File: config.mk
export PLATFORM = sky130hd
export DESIGN_NAME = accelerator_matrix_transpose
export DESIGN_NICKNAME = d
export VERILOG_FILES = /design/src/hw/transpose_fsm_pkg.sv /design/src/hw/transpose_types_pkg.sv /design/src/hw/matrix_ifs.sv /design/src/hw/accelerator_matrix_transpose.sv /design/src/hw/transpose_buffer.sv /design/src/hw/transpose_loader.sv /design/src/hw/transpose_streamer.sv
export SDC_FILE = /design/constraint.sdc
export NUM_CORES = 2
export LEC_CHECK = 0
export BUFFER_PORTS_ARGS = -buffer_cell sky130_fd_sc_hd__buf_2
export CAP_MARGIN = 30
export CORE_MARGIN = 3
export CORE_UTILIZATION = 46
export CTS_CLUSTER_SIZE = 8
export DETAILED_ROUTE_END_ITERATION = 16
export MAX_ROUTING_LAYER = met4
export PLACE_DENSITY = 0.64
export SLEW_MARGIN = 30
export SYNTH_ARGS = -nofsm -noshare
export SYNTH_HDL_FRONTEND = slang
export SYNTH_SLANG_ARGS = --single-unit
File: constraint.sdc
create_clock -name CLK -period 5.1 [get_ports CLK]
set_clock_uncertainty 0.05 [all_clocks]
set_input_delay 0.255 -clock CLK [delete_from_list [all_inputs] [get_ports CLK]]
set_output_delay 0.255 -clock CLK [all_outputs]
set_load 0.03 [all_outputs]
File: src/hw/transpose_fsm_pkg.sv
// State encodings of the loader and streamer FSMs in the transpose accelerator
`default_nettype none

package transpose_fsm_pkg;

  // Input side
  // IDLE waits for start, FILL counts elements, HANDOFF holds a full bank
  typedef enum logic [1:0] {
    LOAD_IDLE    = 2'd0,
    LOAD_FILL    = 2'd1,
    LOAD_HANDOFF = 2'd2
  } load_state_e;

  // Output side
  // READ issues one buffer read per clock, DRAIN lets the pipeline empty
  typedef enum logic [1:0] {
    STREAM_IDLE  = 2'd0,
    STREAM_READ  = 2'd1,
    STREAM_DRAIN = 2'd2
  } stream_state_e;

endpackage

`default_nettype wire

File: src/hw/transpose_types_pkg.sv
// Element, index and size widths shared by the transpose RTL and its testbench
`default_nettype none

package transpose_types_pkg;

  ////////////////////////////////////////////////////////////////////////////
  // Element data
  ////////////////////////////////////////////////////////////////////////////

  // Width of one matrix element
  parameter int DATA_W = 32;

  typedef logic [DATA_W-1:0] data_t;

  ////////////////////////////////////////////////////////////////////////////
  // Indices and dimensions
  ////////////////////////////////////////////////////////////////////////////

  // Row or column position inside a bank, caps MAX_I and MAX_J at 256
  parameter int INDEX_W = 8;

  // One extra bit so a full 256 still fits as a dimension
  parameter int SIZE_W = INDEX_W + 1;

  typedef logic [INDEX_W-1:0] index_t;

  // Matrix dimension, 1 up to MAX_I or MAX_J
  typedef logic [SIZE_W-1:0] size_t;

endpackage

`default_nettype wire

File: src/hw/matrix_ifs.sv
// Interfaces between loader, two-bank buffer and streamer of the transpose core
`default_nettype none

////////////////////////////////////////////////////////////////////////////
// Buffer write port
////////////////////////////////////////////////////////////////////////////

interface matrix_write_if;
  // One write per cycle while wr_en is high
  logic                        wr_en;
  logic                        wr_bank;
  transpose_types_pkg::index_t wr_row;
  transpose_types_pkg::index_t wr_col;
  transpose_types_pkg::data_t  wr_data;

  modport writer (output wr_en, wr_bank, wr_row, wr_col, wr_data);
  modport memory (input wr_en, wr_bank, wr_row, wr_col, wr_data);
endinterface

////////////////////////////////////////////////////////////////////////////
// Buffer read port
////////////////////////////////////////////////////////////////////////////

interface matrix_read_if;
  // Request side
  logic                        rd_en;
  logic                        rd_bank;
  transpose_types_pkg::index_t rd_row;
  transpose_types_pkg::index_t rd_col;
  // Returned one clock after rd_en
  transpose_types_pkg::data_t  rd_data;

  modport reader (output rd_en, rd_bank, rd_row, rd_col, input rd_data);
  modport memory (input rd_en, rd_bank, rd_row, rd_col, output rd_data);
endinterface

////////////////////////////////////////////////////////////////////////////
// Bank handoff, loader to streamer
////////////////////////////////////////////////////////////////////////////

interface matrix_handoff_if;
  // Bank and sizes held stable while full is high
  logic                       full;
  logic                       bank;
  transpose_types_pkg::size_t size_i;
  transpose_types_pkg::size_t size_j;
  // Single-cycle acknowledge, full drops on the next edge
  logic                       take;

  modport producer (output full, bank, size_i, size_j, input take);
  modport consumer (input full, bank, size_i, size_j, output take);
endinterface

`default_nettype wire

File: src/hw/accelerator_matrix_transpose.sv
// Top level of the streaming matrix transpose accelerator, wires loader to streamer
`default_nettype none

module accelerator_matrix_transpose #(
  parameter int MAX_I = 8,
  parameter int MAX_J = 8
) (
  // Global
  input  logic                       CLK,
  input  logic                       RST,

  // Control
  input  logic                       start,
  output logic                       load_ready,
  output logic                       ready,

  // Input stream
  input  transpose_types_pkg::size_t size_i_in,
  input  transpose_types_pkg::size_t size_j_in,
  input  logic                       data_in_i_enable,
  input  logic                       data_in_j_enable,
  input  transpose_types_pkg::data_t data_in,

  // Output stream
  output logic                       data_out_i_enable,
  output logic                       data_out_j_enable,
  output transpose_types_pkg::data_t data_out
);

  matrix_write_if   wr_if ();
  matrix_read_if    rd_if ();
  matrix_handoff_if hs_if ();

  // Input side
  transpose_loader #(
    .MAX_I(MAX_I),
    .MAX_J(MAX_J)
  ) u_loader (
    .CLK             (CLK),
    .RST             (RST),
    .start           (start),
    .size_i_in       (size_i_in),
    .size_j_in       (size_j_in),
    .data_in_i_enable(data_in_i_enable),
    .data_in_j_enable(data_in_j_enable),
    .data_in         (data_in),
    .load_ready      (load_ready),
    .wr              (wr_if.writer),
    .hs              (hs_if.producer)
  );

  // Banked storage
  transpose_buffer #(
    .MAX_I(MAX_I),
    .MAX_J(MAX_J)
  ) u_buffer (
    .CLK(CLK),
    .RST(RST),
    .wr (wr_if.memory),
    .rd (rd_if.memory)
  );

  // Output side
  transpose_streamer u_streamer (
    .CLK              (CLK),
    .RST              (RST),
    .hs               (hs_if.consumer),
    .rd               (rd_if.reader),
    .ready            (ready),
    .data_out_i_enable(data_out_i_enable),
    .data_out_j_enable(data_out_j_enable),
    .data_out         (data_out)
  );

endmodule

`default_nettype wire

File: src/hw/transpose_buffer.sv
// Two-bank element memory of the transpose core with one write and one read port
`default_nettype none

module transpose_buffer #(
  parameter int MAX_I = 8,
  parameter int MAX_J = 8
) (
  input  logic           CLK,
  input  logic           RST,
  matrix_write_if.memory wr,
  matrix_read_if.memory  rd
);

  localparam int BANK_WORDS = MAX_I * MAX_J;
  localparam int DEPTH      = 2 * BANK_WORDS;
  localparam int ADDR_W     = $clog2(DEPTH);

  typedef logic [ADDR_W-1:0] addr_t;

  transpose_types_pkg::data_t mem [DEPTH];
  addr_t                      wr_addr;
  addr_t                      rd_addr;
  transpose_types_pkg::data_t rd_q;
  transpose_types_pkg::data_t byp_data_q;
  logic                       byp_q;

  // Bank base plus row-major offset inside the bank
  function automatic addr_t addr_of(input logic bank,
                                    input transpose_types_pkg::index_t row,
                                    input transpose_types_pkg::index_t col);
    addr_of = addr_t'(bank) * addr_t'(BANK_WORDS) +
              addr_t'(row) * addr_t'(MAX_J) + addr_t'(col);
  endfunction

  always_comb begin
    wr_addr = addr_of(wr.wr_bank, wr.wr_row, wr.wr_col);
    rd_addr = addr_of(rd.rd_bank, rd.rd_row, rd.rd_col);
  end

  ////////////////////////////////////////////////////////////////////////////
  // Storage
  ////////////////////////////////////////////////////////////////////////////

  always_ff @(posedge CLK) begin
    if (wr.wr_en) begin
      mem[wr_addr] <= wr.wr_data;
    end
    // Read data held until the next read
    if (rd.rd_en) begin
      rd_q       <= mem[rd_addr];
      byp_data_q <= wr.wr_data;
    end
  end

  // Same-address collision
  // happens for a 1x1 matrix, read issued in the cycle its only write lands
  always_ff @(posedge CLK or posedge RST) begin
    if (RST) begin
      byp_q <= 1'b0;
    end else if (rd.rd_en) begin
      byp_q <= wr.wr_en && (wr_addr == rd_addr);
    end
  end

  // Write-first on collision, otherwise plain memory output
  assign rd.rd_data = byp_q ? byp_data_q : rd_q;

endmodule

`default_nettype wire

File: src/hw/transpose_loader.sv
// Input side of the transpose core; counts incoming elements and fills one bank
`default_nettype none

module transpose_loader #(
  parameter int MAX_I = 8,
  parameter int MAX_J = 8
) (
  input  logic                       CLK,
  input  logic                       RST,
  input  logic                       start,
  input  transpose_types_pkg::size_t size_i_in,
  input  transpose_types_pkg::size_t size_j_in,
  input  logic                       data_in_i_enable,
  input  logic                       data_in_j_enable,
  input  transpose_types_pkg::data_t data_in,
  output logic                       load_ready,
  matrix_write_if.writer             wr,
  matrix_handoff_if.producer         hs
);

  transpose_fsm_pkg::load_state_e state_q;
  logic                           bank_q;
  transpose_types_pkg::size_t     size_i_q;
  transpose_types_pkg::size_t     size_j_q;
  transpose_types_pkg::index_t    row_q;
  transpose_types_pkg::index_t    col_q;
  transpose_types_pkg::index_t    elem_row;
  transpose_types_pkg::index_t    elem_col;
  logic                           accept;
  logic                           elem_last;
  logic                           in_bounds;
  logic                           wr_en_q;
  logic                           wr_bank_q;
  transpose_types_pkg::index_t    wr_row_q;
  transpose_types_pkg::index_t    wr_col_q;
  transpose_types_pkg::data_t     wr_data_q;

  ////////////////////////////////////////////////////////////////////////////
  // Element position
  ////////////////////////////////////////////////////////////////////////////

  always_comb begin
    // Also high in the take cycle, so a new load can start right away
    load_ready = (state_q == transpose_fsm_pkg::LOAD_IDLE) ||
                 (state_q == transpose_fsm_pkg::LOAD_HANDOFF && hs.take);
    accept = start && load_ready;
    // Row strobe opens a new row at column zero
    if (data_in_i_enable) begin
      elem_row = row_q + 1'b1;
      elem_col = '0;
    end else begin
      elem_row = row_q;
      elem_col = col_q;
    end
    elem_last = ({1'b0, elem_row} == size_i_q - 1'b1) &&
                ({1'b0, elem_col} == size_j_q - 1'b1);
    // Stray elements must not spill into the bank being streamed
    in_bounds = (int'(elem_row) < MAX_I) && (int'(elem_col) < MAX_J);
  end

  ////////////////////////////////////////////////////////////////////////////
  // Load FSM
  ////////////////////////////////////////////////////////////////////////////

  always_ff @(posedge CLK or posedge RST) begin
    if (RST) begin
      state_q  <= transpose_fsm_pkg::LOAD_IDLE;
      bank_q   <= 1'b0;
      size_i_q <= '0;
      size_j_q <= '0;
      row_q    <= '1;
      col_q    <= '0;
    end else begin
      // Streamer owns the full bank now, fill the other one next
      if (state_q == transpose_fsm_pkg::LOAD_HANDOFF && hs.take) begin
        bank_q <= ~bank_q;
      end
      case (state_q)
        transpose_fsm_pkg::LOAD_IDLE, transpose_fsm_pkg::LOAD_HANDOFF: begin
          if (accept) begin
            size_i_q <= size_i_in;
            size_j_q <= size_j_in;
            // First row strobe wraps this to row 0
            row_q    <= '1;
            col_q    <= '0;
            state_q  <= transpose_fsm_pkg::LOAD_FILL;
          end else if (hs.take) begin
            state_q <= transpose_fsm_pkg::LOAD_IDLE;
          end
        end
        transpose_fsm_pkg::LOAD_FILL: begin
          if (data_in_j_enable) begin
            row_q <= elem_row;
            col_q <= elem_col + 1'b1;
            if (elem_last) begin
              state_q <= transpose_fsm_pkg::LOAD_HANDOFF;
            end
          end
        end
        default: state_q <= transpose_fsm_pkg::LOAD_IDLE;
      endcase
    end
  end

  // Write stage, one clock behind the input strobe
  always_ff @(posedge CLK or posedge RST) begin
    if (RST) begin
      wr_en_q <= 1'b0;
    end else begin
      wr_en_q <= (state_q == transpose_fsm_pkg::LOAD_FILL) && data_in_j_enable && in_bounds;
    end
  end

  always_ff @(posedge CLK) begin
    wr_bank_q <= bank_q;
    wr_row_q  <= elem_row;
    wr_col_q  <= elem_col;
    wr_data_q <= data_in;
  end

  assign wr.wr_en   = wr_en_q;
  assign wr.wr_bank = wr_bank_q;
  assign wr.wr_row  = wr_row_q;
  assign wr.wr_col  = wr_col_q;
  assign wr.wr_data = wr_data_q;

  // Handoff offer
  assign hs.full   = (state_q == transpose_fsm_pkg::LOAD_HANDOFF);
  assign hs.bank   = bank_q;
  assign hs.size_i = size_i_q;
  assign hs.size_j = size_j_q;

endmodule

`default_nettype wire

File: src/hw/transpose_streamer.sv
// Output side of the transpose core; reads a full bank column by column
`default_nettype none

module transpose_streamer (
  input  logic                       CLK,
  input  logic                       RST,
  matrix_handoff_if.consumer         hs,
  matrix_read_if.reader              rd,
  output logic                       ready,
  output logic                       data_out_i_enable,
  output logic                       data_out_j_enable,
  output transpose_types_pkg::data_t data_out
);

  transpose_fsm_pkg::stream_state_e state_q;
  logic                             bank_q;
  transpose_types_pkg::size_t       size_i_q;
  transpose_types_pkg::size_t       size_j_q;
  transpose_types_pkg::size_t       cur_size_i;
  transpose_types_pkg::size_t       cur_size_j;
  transpose_types_pkg::index_t      row_q;
  transpose_types_pkg::index_t      col_q;
  logic                             idle;
  logic                             take;
  logic                             issue;
  logic                             row_last;
  logic                             col_last;
  logic                             last_rd;
  logic                             valid_q;
  logic                             first_q;
  logic                             last_q;
  logic                             last_out_q;

  ////////////////////////////////////////////////////////////////////////////
  // Read address generation
  ////////////////////////////////////////////////////////////////////////////

  always_comb begin
    idle = (state_q == transpose_fsm_pkg::STREAM_IDLE);
    take = idle && hs.full;
    // Sizes come straight from the handoff in the take cycle
    cur_size_i = idle ? hs.size_i : size_i_q;
    cur_size_j = idle ? hs.size_j : size_j_q;
    // First read goes out in the take cycle itself
    issue    = take || (state_q == transpose_fsm_pkg::STREAM_READ);
    row_last = ({1'b0, row_q} == cur_size_i - 1'b1);
    col_last = ({1'b0, col_q} == cur_size_j - 1'b1);
    last_rd  = issue && row_last && col_last;
  end

  assign hs.take    = take;
  assign rd.rd_en   = issue;
  assign rd.rd_bank = idle ? hs.bank : bank_q;
  assign rd.rd_row  = row_q;
  assign rd.rd_col  = col_q;

  ////////////////////////////////////////////////////////////////////////////
  // Stream FSM
  ////////////////////////////////////////////////////////////////////////////

  always_ff @(posedge CLK or posedge RST) begin
    if (RST) begin
      state_q  <= transpose_fsm_pkg::STREAM_IDLE;
      bank_q   <= 1'b0;
      size_i_q <= '0;
      size_j_q <= '0;
      row_q    <= '0;
      col_q    <= '0;
    end else begin
      if (take) begin
        bank_q   <= hs.bank;
        size_i_q <= hs.size_i;
        size_j_q <= hs.size_j;
      end
      // Input row is the inner loop, input column the outer
      if (issue) begin
        if (row_last) begin
          row_q <= '0;
          col_q <= col_last ? '0 : col_q + 1'b1;
        end else begin
          row_q <= row_q + 1'b1;
        end
      end
      case (state_q)
        transpose_fsm_pkg::STREAM_IDLE: begin
          if (take) begin
            state_q <= last_rd ? transpose_fsm_pkg::STREAM_DRAIN :
                                 transpose_fsm_pkg::STREAM_READ;
          end
        end
        transpose_fsm_pkg::STREAM_READ: begin
          if (last_rd) begin
            state_q <= transpose_fsm_pkg::STREAM_DRAIN;
          end
        end
        transpose_fsm_pkg::STREAM_DRAIN: begin
          // Back to idle in the cycle ready pulses
          if (last_out_q) begin
            state_q <= transpose_fsm_pkg::STREAM_IDLE;
          end
        end
        default: state_q <= transpose_fsm_pkg::STREAM_IDLE;
      endcase
    end
  end

  ////////////////////////////////////////////////////////////////////////////
  // Output pipeline
  ////////////////////////////////////////////////////////////////////////////

  // Stage 1 lines up with rd_data, stage 2 is the output register
  always_ff @(posedge CLK or posedge RST) begin
    if (RST) begin
      valid_q           <= 1'b0;
      first_q           <= 1'b0;
      last_q            <= 1'b0;
      data_out_j_enable <= 1'b0;
      data_out_i_enable <= 1'b0;
      last_out_q        <= 1'b0;
      ready             <= 1'b0;
    end else begin
      valid_q           <= issue;
      // Input row 0 starts each output row
      first_q           <= issue && (row_q == '0);
      last_q            <= last_rd;
      data_out_j_enable <= valid_q;
      data_out_i_enable <= first_q;
      last_out_q        <= last_q;
      ready             <= last_out_q;
    end
  end

  always_ff @(posedge CLK) begin
    if (valid_q) begin
      data_out <= rd.rd_data;
    end
  end

endmodule

`default_nettype wire

== Yosys cells after proc, flatten, opt, wreduce, memory -nomap -nowiden ==
Memories as Yosys holds them, arrays and structs flattened. A register that Yosys moved wholly into a read port is not among the register bits.
Cells that the tools add are included.

* Flip-flop bits (word level): 191
* Memory bits (writable): 4096
* Bits of input ports: 55
* Output and inout port bits: 36
* Logic and storage cells: 108
* Memories kept: 1

{| class="wikitable"
|+ Memories
! name !! words !! bits a word !! rd ports !! clocked after memory_dff !! wr ports !! RTL line !! source
|-
| u_buffer.mem || 128 || 32 || 1 || 1 || 1 || transpose_buffer.sv:20 || <nowiki>transpose_types_pkg::data_t mem [DEPTH];</nowiki>
|}

* Add/sub/neg operators: 12
* Order comparisons: 2
* Equal/unequal tests: 16
* Multiplexer cells: 26
* Bitwise operators: 1
* Reduce and logical (&&, ||, !) cells: 23

{| class="wikitable"
|+ Operator list
! cell !! number
|-
| 2-to-1 mux 8 bit || 8
|-
| == test 8 x 9 -> 1 bit || 4
|-
| subtractor 9 x 1 -> 9 bit, second input constant || 4
|-
| adder 8 x 1 -> 8 bit, second input constant || 4
|-
| 2-to-1 mux 32 bit || 1
|-
| case mux 8 bit (2 select lines) || 2
|-
| adder 7 bit || 4
|-
| 2-to-1 mux 9 bit || 2
|-
| less-than comparator 8 x 4 -> 1 bit, second input constant || 2
|-
| 2-to-1 mux 2 bit || 8
|-
| logical AND 1 bit || 11
|-
| AND reduction 3 bit || 3
|-
| logical NOT 8 bit || 1
|-
| != test 2 x 1 -> 1 bit, second input constant || 4
|-
| == test 7 bit || 1
|-
| case mux 2 bit (3 select lines) || 1
|-
| == test 2 x 1 -> 1 bit, second input constant || 2
|-
| == test 2 bit, second input constant || 2
|-
| logical NOT 2 bit || 2
|-
| != test 2 bit, second input constant || 2
|-
| case mux 2 bit (2 select lines) || 1
|-
| AND reduction 2 bit || 2
|-
| 2-to-1 mux 1 bit || 3
|-
| != test 3 x 1 -> 1 bit, second input constant || 1
|-
| 4 further kinds || 5
|}

== Depth between registers and ports, before layout ==
* Depth in word-level cells: 9
* Gate-level depth with buffers: 14
* Gate-level depth less buffers: 12

== By module ==
A second synthesis with hierarchy kept.

* Cell total of the unflattened synthesis: 6822
* Area total of the unflattened synthesis: 165640.1 um2

{| class="wikitable"
|+ By module, submodules not included
! module !! instances !! cells an instance !! area each (um2) !! seq. area each (um2)
|-
| transpose_buffer || 1 || 6194 || 158403.2 || 124944.8
|-
| transpose_streamer || 1 || 328 || 3890.0 || 2062.0
|-
| transpose_loader || 1 || 300 || 3347.0 || 1941.9
|}

== Worst setup path after synthesis ==
Ideal clock, no wire load.

* Path type: flip-flop to flip-flop
* Start: reg u_loader.wr_col_q[4], in the netlist u_loader.wr.wr_col[4]
* End: mem u_buffer.mem[120][0] (netlist bit), enable pin
* Setup time: 0.421 ns
* Data arrival time: 3.613 ns
* Data required time: 4.629 ns
* Path slack: 1.015 ns
* Cell stages (with the launch flop): 11
* Path buffers: 0
* Period minus slack after synthesis: 4.085 ns
* Cells stage by stage: dfxtp_1 -> ha_1 -> ha_1 -> inv_1 -> fa_1 -> xor2_1 -> xnor2_1 -> xnor2_1 -> nor2b_1 -> nand3_1 -> nor2_1

* Cells in the longest elaborated chain, start to end: 1

{| class="wikitable"
|+ Ends and longest elaborated chain
! element !! RTL line !! source
|-
| from (decl) || transpose_loader.sv:35 || <nowiki>transpose_types_pkg::index_t wr_col_q;</nowiki>
|-
| from (signal assigned) || transpose_loader.sv:117 || <nowiki>wr_col_q <= elem_col;</nowiki>
|-
| adder 7 bit || transpose_buffer.sv:32 || <nowiki>addr_t'(row) * addr_t'(MAX_J) + addr_t'(col);</nowiki>
|-
| to (decl) || transpose_buffer.sv:20 ||
|}

No other way between the ends.

== Final worst setup path ==
* Start: reg u_streamer.row_q[1], in the netlist u_streamer.rd.rd_row[1]
* End: reg u_buffer.rd_q[16], read port of u_buffer.mem, data pin

* Cells in the longest elaborated chain, start to end: 2

{| class="wikitable"
|+ Ends and longest elaborated chain
! element !! RTL line !! source
|-
| from (decl) || transpose_streamer.sv:21 || <nowiki>transpose_types_pkg::index_t row_q;</nowiki>
|-
| from (signal assigned) || transpose_streamer.sv:81 || <nowiki>row_q <= row_q + 1'b1;</nowiki>
|-
| adder 7 bit || transpose_buffer.sv:31 || <nowiki>addr_of = addr_t'(bank) * addr_t'(BANK_WORDS) +</nowiki>
|-
| adder 7 bit || transpose_buffer.sv:32 ||
|-
| to (decl) || transpose_buffer.sv:23 || <nowiki>transpose_types_pkg::data_t rd_q;</nowiki>
|}

No other way between the ends.
A chain may end at the register's enable or synchronous reset.

==> results.toml <==
[status]
run_status = "complete, no violations"

[route]
wl_per_cell_um = 36.4
dr.pass1.iters = 6
antenna_violating_nets_post_route = 0
drc_errors = 0
vias_per_cell = 6.44
drt-initial-drc-count = 14700
totalWireLength_um = 490000
dr_total_vias = 86800

[logic_synthesis]
synth.most_common_cell = "sky130_fd_sc_hd__edfxtp_1"
postSynth.topFlopCell = "sky130_fd_sc_hd__edfxtp_1"
synth_sequential_area_ratio = 0.775
syn_area_per_cell_um2 = 21.6
netlist_instances = 7705
post_synth_instance_area_um2 = 166000
synth_area_leader_cell = "sky130_fd_sc_hd__edfxtp_1"
synth_largest_type_area_fraction = 0.757
ys.warnings.count = 0
synth_edf_count = 4192
post_synth_main_area_contributors = "sky130_fd_sc_hd__edfxtp_1, sky130_fd_sc_hd__mux4_2, sky130_fd_sc_hd__mux2i_1"
synthArstFlopShare = 0.0192
ys_types = 74
synth_top_cells_by_count = "sky130_fd_sc_hd__edfxtp_1, sky130_fd_sc_hd__mux4_2, sky130_fd_sc_hd__mux2i_1"
synth.ff_latch_count = 4319
syn_nets = 7779

[global_route]
global_route.peak_usage_layer = "met2"
via_count_of_the_first_global_routing_pass = 84700
maximum_number_of_pins_on_one_net_before_global_route_repair = 130
antenna_found_initial = 49
overflow = 0
first_pass_grt_wire_length_um = 681000
groute.layer.met1.usage = 0.376
globalRouteMet3Util = 0.0679
grt.met2_usage = 0.396
grt_use_total = 0.273

[timing]
layout_min_cycle_time_ns = 4.75
timing_max_transition_violations_final = 0
relSlewSlack = 0.189
finalSetupTns_ns = 0
hold_violations = 0
min_period_over_period = 0.932
timing.fmax_mhz = 210
grt_setup_unrepaired = "false"
worst-slew-pin-transition_ns = 1.22
finalSetupViolations = 0

[cts]
buffer_levels_on_the_longest_clock_path = 4
clk_latency_ns = 1.03
path_clk_slew_ns = 0.05
tritoncts_buffers = 612
root_buffer = "sky130_fd_sc_hd__clkbuf_16"
numClockSinks = 4319
cts_tree = "yes"
cts-htree-levels = 6

[setup_path]
setup.worst_path.start_class = "flop"
setup.worst_path.end_class = "flop"
cp_cell_sequence = "ha_1 > ha_4 > inv_1 > fa_4 > xnor2_1 > xnor2_2 > xor2_4 > buf_4 > nand2_1 > a2111oi_0 > o21ai_0 > nand3_1"
rr_worst_depth = 12
timing_worst_setup_path_type = "flop to flop"
worst_r2r_startpoint = "u_streamer.rd.rd_row[1]$_DFFE_PP0P_"
cpPeakStageDelay_ns = 0.62
critPathRequiredTime_ns = 5.93
cp_max_fo = 13
worst_ep_arrival_time_ns = 5.58
rrSetupSlack_ns = 0.35
crit_path_top_delay_cell = "sky130_fd_sc_hd__xor2_4"
worst_r2r_endpoint = "u_buffer.rd_q[16]$_DFFE_PP_"

[die]
initial_utilization = 0.462
die-width_um = 607
die_area_um2 = 369000
pin_count = 91
fp.coreArea_um2 = 359000
die_height_um = 607
std_cell_rows = 220

[power]
power-per-cell-area_nw_per_um2 = 402
power.static_leakage_nw = 59.2
total_power_mw = 78.2
peakVddDrop_v = 0.000404

[finish]
final_cells = 13500
drive_above_1_share = 0.280
final.fill_count = 26900
area_delta_synth_final_pct = 17.1
finish.net_count = 8614
core_util_final = 0.541
finished_cell_area_um2 = 195000

[job]
max_cap_viol_count = 0

[hold_path]
holdCritPathClass = "input port to asynchronous set/reset pin"

[placement]
post-place-cells = 12600
port_buffers = 90
gpl.final_weighted_congestion = 0.940
dpl_cell_area_um2 = 176000
dp_hpwl_um = 303000
[per-stage QoR]
step	hold WS (ns)	setup slack, ns
after floorplan	0.233	1.02
after global placement	0.290	0.503
after detailed placement	0.290	0.711
after CTS	0.223	0.636
after global routing	0.239	0.216
final	0.235	0.347
[cells in the final DEF, fill, tap and decap left out, drive strengths merged, types with 17 or more instances in the layout]
master and count:
mux2i 408, mux2 73, clkbuf 696, nor2 234
ha 17, a21oi 169, edfxtp 4192, nor3 53
nand2 119, clkinv 31, o22ai 135, nand3 36
o21ai 208, a211oi 58, nor2b 24, xor2 19
a2111oi 17, buf 530, diode 27, mux4 928
dlygate4sd3 128, o221ai 193, xnor2 54, dfrtp 75
dfxtp 44, inv 59
[power by group]
part	internal (mW)	leakage (nW)	total (mW)	switching (mW)
logic	0.681	11.9	2.25	1.57
clock network	21.8	8.21	36.4	14.7
registers	39.1	39.1	39.5	0.415
total	61.6	59.2	78.2	16.6
[worst max-delay path by stage]
stage	start	to	slack (ns)	depth (start not counted)
5_1_grt	u_streamer.rd.rd_row[1]$_DFFE_PP0P_	u_buffer.rd_q[16]$_DFFE_PP_	0.22	12
2_1_floorplan	u_loader.wr.wr_col[4]$_DFF_P_	u_buffer.mem[120][0]$_DFFE_PP_	1.02	10
4_1_cts	u_streamer.rd.rd_row[1]$_DFFE_PP0P_	u_buffer.rd_q[0]$_DFFE_PP_	0.64	13
6_report	u_streamer.rd.rd_row[1]$_DFFE_PP0P_	u_buffer.rd_q[16]$_DFFE_PP_	0.35	12
3_5_place_dp	u_loader.wr.wr_row[1]$_DFF_P_	u_buffer.mem[55][21]$_DFFE_PP_	0.71	11
3_3_place_gp	u_streamer.rd.rd_row[1]$_DFFE_PP0P_	u_buffer.rd_q[2]$_DFFE_PP_	0.50	13
[per-layer routing]
metal	up-vias	routed length [µm]	part of all wire
met1	45800	184000	0.38
met5	-	0	0
met4	0	22200	0.045
li1	34100	-	-
met2	5930	223000	0.45
met3	903	60900	0.12
[cell type report]
cell class / count / area [µm²] / area share
Tap cell: 4773 / 5970 / 0.0307
Inverter: 32 / 134 / 0.000688
Clock inverter: 60 / 1140 / 0.00588
Antenna cell: 27 / 67.6 / 0.000347
Clock buffer: 696 / 15700 / 0.0809
Timing Repair Buffer: 658 / 6410 / 0.0330
Multi-Input combinational cell: 2917 / 36100 / 0.186
Sequential cell: 4319 / 129000 / 0.663
[repair_timing]
item / CTS / global route
hold buffers: 128 / 0
endpoints found under the setup margin: 0 / 0
buffers inserted: 0 / 0
resized for setup: 0 / 0
endpoints found under the hold margin: 135 / 0
[logic make-up (layout without fill, tap and decap cells)]
kind of cell,after synthesis,after routing,synth area share
compound gates,870,870,0.0346
xor+xnor,73,73,0.00389
fa+ha+maj,19,19,0.00152
buf+inv,469,1446,0.0145
flops,4319,4319,0.775
mux,1409,1409,0.155
other cells,0,27,0
simple gates,546,546,0.0149
[worst max-delay path: cells and delay by family (launching register included)]
family,cells,cell delay [ns]
buffers and inverters,2,0.38
adder cells (fa/ha/maj),3,0.97
flip-flops,1,0.46
XOR/XNOR,3,1.27
AND/OR/NAND/NOR,2,0.51
AO/OA/AOI/OAI,2,0.95
[flip-flops by register name (all words and copies together), names as in the netlist, 2 cells and up]
name                  count
u_loader.wr.wr_data      32
u_streamer.rd.rd_row      8
u_streamer.size_j_q       9
u_streamer.rd.rd_col      8
u_streamer.data_out      32
u_loader.state_q          2
u_loader.hs.size_j        9
u_streamer.state_q        2
u_loader.wr.wr_col        7
u_buffer.mem           4096
u_loader.wr.wr_row        4
u_loader.hs.size_i        9
u_streamer.size_i_q       9
u_buffer.byp_data_q      32
u_loader.col_q            8
u_buffer.rd_q            32
u_loader.row_q            8
(Power assumes the default switching activity.)
